[config.mk]
export PLATFORM = sky130hd
export DESIGN_NAME = z88_bus
export DESIGN_NICKNAME = d
export VERILOG_FILES = /design/src/z88_bus_pkg.sv /design/src/blink_cycle_decode.sv /design/src/blink_segment_regs.sv /design/src/blink_bus_mux.sv /design/src/z88_bus.sv
export VERILOG_INCLUDE_DIRS = /design/src /design/src/src
export SDC_FILE = /design/constraint.sdc
export NUM_CORES = 1
export LEC_CHECK = 0
export BUFFER_PORTS_ARGS = -buffer_cell sky130_fd_sc_hd__buf_2
export CORE_MARGIN = 2
export CORE_UTILIZATION = 44
export CTS_CLUSTER_SIZE = 12
export DETAILED_ROUTE_END_ITERATION = 12
export PLACE_DENSITY = 0.74
export SLEW_MARGIN = 20
export SYNTH_ARGS = -nofsm -noshare
export SYNTH_HDL_FRONTEND = slang
export SYNTH_SLANG_ARGS = --single-unit
[constraint.sdc]
create_clock -name clk -period 3.5 [get_ports clk]
set_input_delay 0.35 -clock clk [delete_from_list [all_inputs] [get_ports clk]]
set_output_delay 0.35 -clock clk [all_outputs]
set_load 0.02 [all_outputs]
[src/z88_bus_config.svh]
`ifndef Z88_BUS_CONFIG_SVH
`define Z88_BUS_CONFIG_SVH

// First of the four segment bank register ports (0xD0 to 0xD3)
`define Z88_BANK_PORT_BASE 8'hD0

// CPU data bus width
`define Z88_DATA_W 8

// CPU logical address width
`define Z88_CPU_AW 16

// Banked memory address width, 256 banks of 16 KB
`define Z88_MEM_AW 22

`endif

[src/z88_bus_pkg.sv]
`default_nettype none

package z88_bus_pkg;

  // Kind of bus cycle the CPU is running right now
  typedef enum logic [2:0] {
    CYC_IDLE   = 3'd0,
    CYC_MEM_RD = 3'd1,
    CYC_MEM_WR = 3'd2,
    CYC_IO_RD  = 3'd3,
    CYC_IO_WR  = 3'd4
  } bus_cycle_e;

  // Memory target behind the current segment
  // Bank bits 7:6 pick the slot, bit 5 picks RAM inside slot 0
  typedef enum logic [2:0] {
    SLOT_ROM   = 3'd0,
    SLOT_RAM   = 3'd1,
    SLOT_CARD1 = 3'd2,
    SLOT_CARD2 = 3'd3,
    SLOT_CARD3 = 3'd4
  } slot_e;

endpackage

`default_nettype wire

[src/blink_cycle_decode.sv]
`timescale 1ns/1ns
`default_nettype none

`include "z88_bus_config.svh"

module blink_cycle_decode (
  // Inputs
  input  wire logic                   clk,
  input  wire logic                   arst_n,
  input  wire logic                   mreq_n,
  input  wire logic                   iorq_n,
  input  wire logic                   rd_n,
  input  wire logic                   wr_n,
  input  wire logic [`Z88_CPU_AW-1:0] ca,

  // Outputs
  output z88_bus_pkg::bus_cycle_e     cycle,
  output logic                        io_wr_pulse
);

  localparam logic [7:0] BANK_PORT = `Z88_BANK_PORT_BASE;

  logic io_wr_prev;
  logic bank_port_hit;
  logic io_wr_start;

  // Strobe classification, memory request has priority
  always_comb begin
    cycle = z88_bus_pkg::CYC_IDLE;
    if (!mreq_n) begin
      if (!rd_n) begin
        cycle = z88_bus_pkg::CYC_MEM_RD;
      end else if (!wr_n) begin
        cycle = z88_bus_pkg::CYC_MEM_WR;
      end
    end else if (!iorq_n) begin
      if (!rd_n) begin
        cycle = z88_bus_pkg::CYC_IO_RD;
      end else if (!wr_n) begin
        cycle = z88_bus_pkg::CYC_IO_WR;
      end
    end
  end

  // Ports 0xD0..0xD3 share the upper six address bits
  assign bank_port_hit = (ca[7:2] == BANK_PORT[7:2]);

  // First sampled edge of an I/O write to a bank port
  assign io_wr_start = (cycle == z88_bus_pkg::CYC_IO_WR) && !io_wr_prev && bank_port_hit;

  // One pulse per write, however long the CPU holds the strobes
  always_ff @(posedge clk or negedge arst_n) begin
    if (!arst_n) begin
      io_wr_prev  <= 1'b0;
      io_wr_pulse <= 1'b0;
    end else begin
      io_wr_prev  <= (cycle == z88_bus_pkg::CYC_IO_WR);
      io_wr_pulse <= io_wr_start;
    end
  end

endmodule

`default_nettype wire

[src/blink_segment_regs.sv]
`timescale 1ns/1ns
`default_nettype none

`include "z88_bus_config.svh"

module blink_segment_regs (
  // Inputs
  input  wire logic                    clk,
  input  wire logic                    arst_n,
  input  wire logic                    io_wr_pulse,
  input  wire z88_bus_pkg::bus_cycle_e cycle,
  input  wire logic [`Z88_CPU_AW-1:0]  ca,
  input  wire logic [`Z88_DATA_W-1:0]  cdo,

  // Outputs
  output logic [`Z88_MEM_AW-1:0]       ma,
  output z88_bus_pkg::slot_e           slot,
  output logic                         rom_ce_n,
  output logic                         ram_ce_n,
  output logic                         se1_n,
  output logic                         se2_n,
  output logic                         se3_n,
  output logic [`Z88_DATA_W-1:0]       bank_rd_data
);

  // Bank number width, the part of ma above the 16 KB offset
  localparam int BANK_W = `Z88_MEM_AW - 14;

  logic [BANK_W-1:0] bank [4];
  logic [BANK_W-1:0] cur_bank;
  logic              mem_cycle;

  // SR0..SR3, written through ports 0xD0..0xD3
  always_ff @(posedge clk or negedge arst_n) begin
    if (!arst_n) begin
      for (int i = 0; i < 4; i++) begin
        bank[i] <= '0;
      end
    end else if (io_wr_pulse) begin
      bank[ca[1:0]] <= cdo;
    end
  end

  // Segment chosen by the top two CPU address bits
  assign cur_bank = bank[ca[15:14]];
  assign ma       = {cur_bank, ca[13:0]};

  assign bank_rd_data = bank[ca[1:0]];

  // Slot decode from bank bits 7:6, RAM select on bit 5
  always_comb begin
    case (cur_bank[7:6])
      2'd0:    slot = cur_bank[5] ? z88_bus_pkg::SLOT_RAM : z88_bus_pkg::SLOT_ROM;
      2'd1:    slot = z88_bus_pkg::SLOT_CARD1;
      2'd2:    slot = z88_bus_pkg::SLOT_CARD2;
      default: slot = z88_bus_pkg::SLOT_CARD3;
    endcase
  end

  assign mem_cycle = (cycle == z88_bus_pkg::CYC_MEM_RD) ||
                     (cycle == z88_bus_pkg::CYC_MEM_WR);

  // Only one select goes low, and only in a memory cycle
  assign rom_ce_n = !(mem_cycle && (slot == z88_bus_pkg::SLOT_ROM));
  assign ram_ce_n = !(mem_cycle && (slot == z88_bus_pkg::SLOT_RAM));
  assign se1_n    = !(mem_cycle && (slot == z88_bus_pkg::SLOT_CARD1));
  assign se2_n    = !(mem_cycle && (slot == z88_bus_pkg::SLOT_CARD2));
  assign se3_n    = !(mem_cycle && (slot == z88_bus_pkg::SLOT_CARD3));

endmodule

`default_nettype wire

[src/blink_bus_mux.sv]
`timescale 1ns/1ns
`default_nettype none

`include "z88_bus_config.svh"

module blink_bus_mux (
  // Inputs
  input  wire z88_bus_pkg::bus_cycle_e cycle,
  input  wire z88_bus_pkg::slot_e      slot,
  input  wire logic [`Z88_CPU_AW-1:0]  ca,
  input  wire logic [`Z88_DATA_W-1:0]  rom_do,
  input  wire logic [`Z88_DATA_W-1:0]  ram_do,
  input  wire logic [`Z88_DATA_W-1:0]  bank_rd_data,
  input  wire logic [`Z88_DATA_W-1:0]  cdo,

  // Outputs
  output logic [`Z88_DATA_W-1:0]       cdi,
  output logic [`Z88_DATA_W-1:0]       mem_di,
  output logic                         roe_n,
  output logic                         wrb_n
);

  localparam logic [7:0] BANK_PORT = `Z88_BANK_PORT_BASE;

  // Floating bus reads as all ones
  localparam logic [`Z88_DATA_W-1:0] BUS_IDLE = '1;

  logic bank_port_hit;
  logic mem_rd;
  logic mem_wr;

  assign bank_port_hit = (ca[7:2] == BANK_PORT[7:2]);

  assign mem_rd = (cycle == z88_bus_pkg::CYC_MEM_RD);
  assign mem_wr = (cycle == z88_bus_pkg::CYC_MEM_WR);

  // Read data steering back to the CPU
  always_comb begin
    cdi = BUS_IDLE;
    case (cycle)
      z88_bus_pkg::CYC_MEM_RD: begin
        case (slot)
          z88_bus_pkg::SLOT_ROM: cdi = rom_do;
          z88_bus_pkg::SLOT_RAM: cdi = ram_do;
          // Empty card slots
          default:               cdi = BUS_IDLE;
        endcase
      end
      z88_bus_pkg::CYC_IO_RD: begin
        if (bank_port_hit) begin
          cdi = bank_rd_data;
        end
      end
      default: begin
        cdi = BUS_IDLE;
      end
    endcase
  end

  // Shared output enable for every memory
  assign roe_n = !mem_rd;

  // ROM is never written
  assign wrb_n = !(mem_wr && (slot != z88_bus_pkg::SLOT_ROM));

  assign mem_di = cdo;

endmodule

`default_nettype wire

[src/z88_bus.sv]
`timescale 1ns/1ns
`default_nettype none

`include "z88_bus_config.svh"

module z88_bus (
  // Clock, reset
  input  wire logic                    clk,
  input  wire logic                    arst_n,

  // CPU bus
  input  wire logic [`Z88_CPU_AW-1:0]  ca,
  input  wire logic                    mreq_n,
  input  wire logic                    iorq_n,
  input  wire logic                    rd_n,
  input  wire logic                    wr_n,
  input  wire logic [`Z88_DATA_W-1:0]  cdo,
  output logic [`Z88_DATA_W-1:0]       cdi,

  // Memory and card slots
  output logic [`Z88_MEM_AW-1:0]       ma,
  output logic                         rom_ce_n,
  output logic                         ram_ce_n,
  output logic                         se1_n,
  output logic                         se2_n,
  output logic                         se3_n,
  output logic                         roe_n,
  output logic                         wrb_n,
  output logic [`Z88_DATA_W-1:0]       mem_di,
  input  wire logic [`Z88_DATA_W-1:0]  rom_do,
  input  wire logic [`Z88_DATA_W-1:0]  ram_do
);

  z88_bus_pkg::bus_cycle_e  cycle;
  z88_bus_pkg::slot_e       slot;
  logic                     io_wr_pulse;
  logic [`Z88_DATA_W-1:0]   bank_rd_data;

  blink_cycle_decode cycle_decode_inst (
    .clk         (clk),
    .arst_n      (arst_n),
    .mreq_n      (mreq_n),
    .iorq_n      (iorq_n),
    .rd_n        (rd_n),
    .wr_n        (wr_n),
    .ca          (ca),
    .cycle       (cycle),
    .io_wr_pulse (io_wr_pulse)
  );

  // Bank registers, address translation and chip selects
  blink_segment_regs segment_regs_inst (
    .clk          (clk),
    .arst_n       (arst_n),
    .io_wr_pulse  (io_wr_pulse),
    .cycle        (cycle),
    .ca           (ca),
    .cdo          (cdo),
    .ma           (ma),
    .slot         (slot),
    .rom_ce_n     (rom_ce_n),
    .ram_ce_n     (ram_ce_n),
    .se1_n        (se1_n),
    .se2_n        (se2_n),
    .se3_n        (se3_n),
    .bank_rd_data (bank_rd_data)
  );

  blink_bus_mux bus_mux_inst (
    .cycle        (cycle),
    .slot         (slot),
    .ca           (ca),
    .rom_do       (rom_do),
    .ram_do       (ram_do),
    .bank_rd_data (bank_rd_data),
    .cdo          (cdo),
    .cdi          (cdi),
    .mem_di       (mem_di),
    .roe_n        (roe_n),
    .wrb_n        (wrb_n)
  );

endmodule

`default_nettype wire

==> out/qor.yml, run 1 <==
logic_synthesis:
  synth_top_area_frac: 0.359
  synth_area_sq_mm: 0.00237
  synth_nets: 238
  synth-seq-area-share: 0.359
  synth.avg_cell_area_sq_um: 12.7
  post_synth_num_cell_types: 29
  async_reset_ff_frac: 1.00
  yosysMostFrequentCell: "dfrtp_1"
  synthTopCellsByArea: "dfrtp_1 (36%), mux2_2 (15%), mux4_2 (10%)"
  yosysWarnings: 0
  synth_area_leader_cell: "dfrtp_1"
  ys_ff_latch: 34
  synth-edff-count: 0
  syn_inst: 186
  synth_ff_type: "dfrtp_1"
  ys_top_cells_by_count: "dfrtp_1 (34), mux2_2 (32), buf_4 (22), nand2_1 (13)"
place:
  hpwl_microns: 3940
  dp_cells: 305
  place_congestion: 0.794
  post-place-ws_ps: 604
  port_buffers: 78
sta:
  worstMarginPinSlew_ps: 746
  drv_slew: 0
  relSlewSlack: 0.502
  max_freq_ghz: 0.341
  layout_min_cycle_time_ps: 2930
  worst_slack_ps: 568
  hold_viol_final: 0
  setup_violations: 0
  rsz0062_at_grt: "no"
  finalCritPeriodShare: 0.838
  setup_tns_ps: 0
  clock_skew_ps: 3.65
clock_tree:
  root_buffer: "clkbuf_8"
  cts_inserted_buffers: 5
  post_cts_resized: 0
  cts_tree: "done"
  cts.sinks: 34
  clk_latency_ps: 290
  clkSlewWorstSetupHoldPaths_ps: 70
  cts_hold_buffers: 0
  cts_buffer_depth: 2
  postCtsSetupBuffers: 0
  cts_htree_levels: 2
floorplan:
  die-area_sq_mm: 0.00599
  pin_count: 91
  coreArea_sq_mm: 0.00514
  die_x_microns: 77.4
  row_count: 26
  initial_core_util: 0.461
  die_height_microns: 77.4
power_and_ir_drop:
  vdd.ir_drop.worst_mv: 0.233
  p_leak_nw: 1.36
  powerDensity_mw_per_mm2: 312
flow_run:
  max_cap_viol_count: 0
worst_setup_path:
  criticalPathCategory: "reg2out"
  arrival_ps: 2580
  cp_cell_sequence: "mux4_2 -> inv_1 -> ha_1 -> and3b_1 -> nor2_2 -> a2111o_1 -> buf_2"
  cp.required_ps: 3150
  worstPathMaxFanout: 10
  crit_path_top_delay_cell: "mux4_2"
  endpoint_kind: "output port"
  cpPeakStageDelay_ps: 570
  cp-start-kind: "flop"
min_path:
  min_path_type: "in2async"
detailed_routing:
  first_pass_iters: 4
  drc_errors: 0
  drt_iter0_drc: 41
  drt-wirelength-per-cell_microns: 16.9
  ant_nets: 0
  dr_total_vias: 1748
  viasPerCell: 5.58
  routed_wl_microns: 5290
cells_and_area:
  syn_to_final_growth_pct: 15.7
  nNetsFinal: 294
  finalNonFillerCells: 313
  drive_above_1_share: 0.588
  diodes: 0
status:
  outcome: "complete, no violations"
grt:
  grt_first_pass_wirelength_microns: 8580
  grt_max_degree: 35
  grt_pass1_vias: 1734
  grt_antenna_before_repair: 0
  overflow: 0
  track_usage: 0.183
-- flip-flops by register name (all words and copies together), names as in the netlist --
register / flops
cycle_decode_inst.io_wr_prev: 1
cycle_decode_inst.io_wr_pulse: 1
segment_regs_inst.bank: 32
-- logic make-up after synthesis --
family | count (synthesis) | synth area share
AND/OR/NAND/NOR | 45 | 0.114
buffers and inverters | 35 | 0.104
multiplexers | 48 | 0.312
adder cells (fa/ha/maj) | 6 | 0.0317
AO/OA/AOI/OAI | 18 | 0.0787
flip-flops | 34 | 0.359
-- cell type report --
class                   instances  area [sq um]
clock buffers                   8           110
fillers                       458          2400
inverters                       4          15.0
multi-input cells             117          1270
flip-flops and latches         34           851
well taps                      70          87.6
repair buffers                 80           405
-- power breakdown --
part	internal, W	switching (W)
logic	0.0000462	0.0000721
clock network	0.000199	0.000140
registers	0.000396	0.00000217
-- routing by layer --
metal	track usage	wire length, microns	up-vias
li1	-	-	813
met1	0.245	2320	847
met2	0.294	2500	80
met3	0.0500	397	8
met4	0.0536	71	0
met5	0	0	-
-- critical path, delay by kind of cell, from the launching register on --
family                     cells  cell delay (ps)
DFF                            1              400
muxes                          1              570
AOI/OAI and AO/OA              1              410
buffers and inverters          2              300
and+or+nand+nor                2              470
adders and majority gates      1              150
-- cells in the final DEF, fill, tap and decap left out, drive strengths merged --
cell      n
nand3    11
ha        6
clkbuf    8
or4       8
or4b      1
nor2      3
mux4     16
nor2b     1
mux2     32
dfrtp    34
or3b      1
o211ai    8
o2111ai   8
buf      80
nand3b    2
or2       1
a2111o    1
nor3b     1
nor4b     2
and3b     1
nand2    13
a21oi     1
inv       4
-- path summary, 6_finish.rpt --
kind	depth (start not counted)	to	start	slack, ps
max	7	wrb_n	segment_regs_inst.bank[6]	570
min	1	segment_regs_inst.bank[16]	arst_n	130
max reg2reg	2	segment_regs_inst.bank[25]	cycle_decode_inst.io_wr_pulse	1920
min reg2reg	1	cycle_decode_inst.io_wr_pulse	cycle_decode_inst.io_wr_prev	410
max in group asynchronous	1	segment_regs_inst.bank[28]	arst_n	2900
min in group clk	2	cycle_decode_inst.io_wr_prev	iorq_n	260
-- per-stage QoR --
step | total power [W] | hold WS [ps] | util | instance area, sq um
6_report | 0.000855 | 130 | 0.533 | 2740
5_1_grt | 0.000894 | 179 | 0.533 | 2740
4_1_cts | 0.000866 | 141 | 0.533 | 2740
3_5_place_dp | 0.000525 | 404 | 0.512 | 2630
3_3_place_gp | 0.000524 | 393 | 0.512 | 2630
2_1_floorplan | 0.000492 | 54.4 | - | 2370
(Power assumes the default switching activity.)
==> inputs of run 2 (changes only) <==
PLACE_DENSITY = 0.77   (was 0.74)
clock period = 2.6 ns   (was 3.5 ns; I/O delays follow)
==> out/qor.yml, run 2 (synthesis gave the netlist of run 1 again) <==
status:
  outcome: "complete, no violations"
clock_tree:
  root_buffer: "clkbuf_8"
  clkSlewWorstSetupHoldPaths_ps: 60
  clk_latency_ps: 280
  cts_inserted_buffers: 5
  cts_hold_buffers: 0
  cts_buffer_depth: 2
  cts_htree_levels: 2
  cts_tree: "done"
  cts.sinks: 34
worst_setup_path:
  r2r_cells: 2
  arrival_ps: 2280
  cp-start-kind: "flop"
  cp.required_ps: 2340
  endpoint_kind: "output port"
  criticalPathCategory: "reg2out"
  worstPathMaxFanout: 9
  r2r_setup_slack_ps: 1040
detailed_routing:
  drt-wirelength-per-cell_microns: 17.7
  ant_nets: 0
  first_pass_iters: 4
  routed_wl_microns: 5690
  drc_errors: 0
  viasPerCell: 5.54
  drt_iter0_drc: 98
  dr_total_vias: 1784
floorplan:
  initial_core_util: 0.461
  pin_count: 91
  die_height_microns: 77.4
  row_count: 26
  die_x_microns: 77.4
  die-area_sq_mm: 0.00599
  coreArea_sq_mm: 0.00514
grt:
  grt_antenna_before_repair: 0
  met1_usage: 0.252
  grt_max_degree: 35
  top_usage_layer: "met2"
  grt_first_pass_wirelength_microns: 8800
  track_usage: 0.187
  global_route.usage.met2: 0.304
  grt_pass1_vias: 1735
  grt_util_met3: 0.0430
  overflow: 0
cells_and_area:
  top_regs: "segment_regs_inst.bank x32, cycle_decode_inst.io_wr_prev x1, cycle_decode_inst.io_wr_pulse x1"
  regMostFlops: "segment_regs_inst.bank"
  nNetsFinal: 305
  final_cell_mix: "buf_2 (70), dfrtp_1 (34), mux2_2 (32)"
  largest_reg_flops: 32
  diodes: 0
  final_util: 0.567
  syn_to_final_growth_pct: 23.1
  final_common_cell: "buf_2"
  drive_above_1_share: 0.631
sta:
  holdWs_ps: 55.6
  drv_slew: 0
  max_freq_ghz: 0.394
  rsz0062_at_grt: "yes"
  hold_viol_final: 0
  setup_violations: 0
  finalCritPeriodShare: 0.975
  worstMarginPinSlew_ps: 774
  layout_min_cycle_time_ps: 2540
  clock_skew_ps: 4.44
  worst_slack_ps: 63.8
  relSlewSlack: 0.484
power_and_ir_drop:
  power.total_w: 0.00109
  p_leak_nw: 1.45
  powerDensity_mw_per_mm2: 373
  vdd.ir_drop.worst_mv: 0.334
place:
  hpwl_microns: 4070
  place_congestion: 0.753
  port_buffers: 78
  post-place-ws_ps: 195
flow_run:
  max_cap_viol_count: 0
min_path:
  min_path_type: "in2async"
==> run 2: metal layers <==
metal,wire (microns),vias to the layer above
met1,2420,851
met4,71,0
met2,2800,87
met3,404,15
li1,-,831
met5,0,-
==> run 2: final timing paths <==
| path | endpoint | start |
|---|---|---|
| setup / recovery | cdi[3] | segment_regs_inst.bank[15] |
| hold / removal | segment_regs_inst.bank[8] | arst_n |
| setup reg to reg | segment_regs_inst.bank[31] | cycle_decode_inst.io_wr_pulse |
| hold reg to reg | cycle_decode_inst.io_wr_pulse | cycle_decode_inst.io_wr_prev |
| max in group asynchronous | segment_regs_inst.bank[30] | arst_n |
| min in group clk | cycle_decode_inst.io_wr_prev | iorq_n |
==> run 2: cell type report <==
| type | instances | area, sq um |
|---|---|---|
| fillers | 446 | 2220 |
| inverters | 4 | 15.0 |
| flip-flops and latches | 34 | 851 |
| clock buffers | 6 | 82.6 |
| well taps | 70 | 87.6 |
| multi-input cells | 117 | 1300 |
| repair buffers | 91 | 579 |
==> run 2: worst max-delay path, cell delays in order, from the launching register on <==
cell and delay [ps]:
dfrtp_1 400, mux4_2 520, inv_2 120, ha_4 210
nor2_4 190, buf_12 150, nand3_1 80, o211ai_2 180
buf_6 140
==> run 2: through the flow <==
stage | std cells | cell area [sq um] | setup TNS [ps]
finish | 322 | 2920 | 0
global route | 322 | 2920 | -246
CTS | 316 | 2770 | 0
detailed placement | 308 | 2670 | 0
global placement | 308 | 2670 | 0
floorplan | 186 | 2370 | 0
==> run 2: repair_timing <==
item	4_1_cts	5_1_grt
pin swaps	0	1
resized for setup	0	25
gates cloned	0	2
endpoints found under the setup margin	9	10
buffers inserted	2	4
==> run 2: report_power, final <==
group	switching (W)	total (W)	internal, W
combinational	0.000102	0.000176	0.0000744
clock	0.000171	0.000375	0.000204
sequential	0.00000283	0.000536	0.000533
total	0.000276	0.00109	0.000812
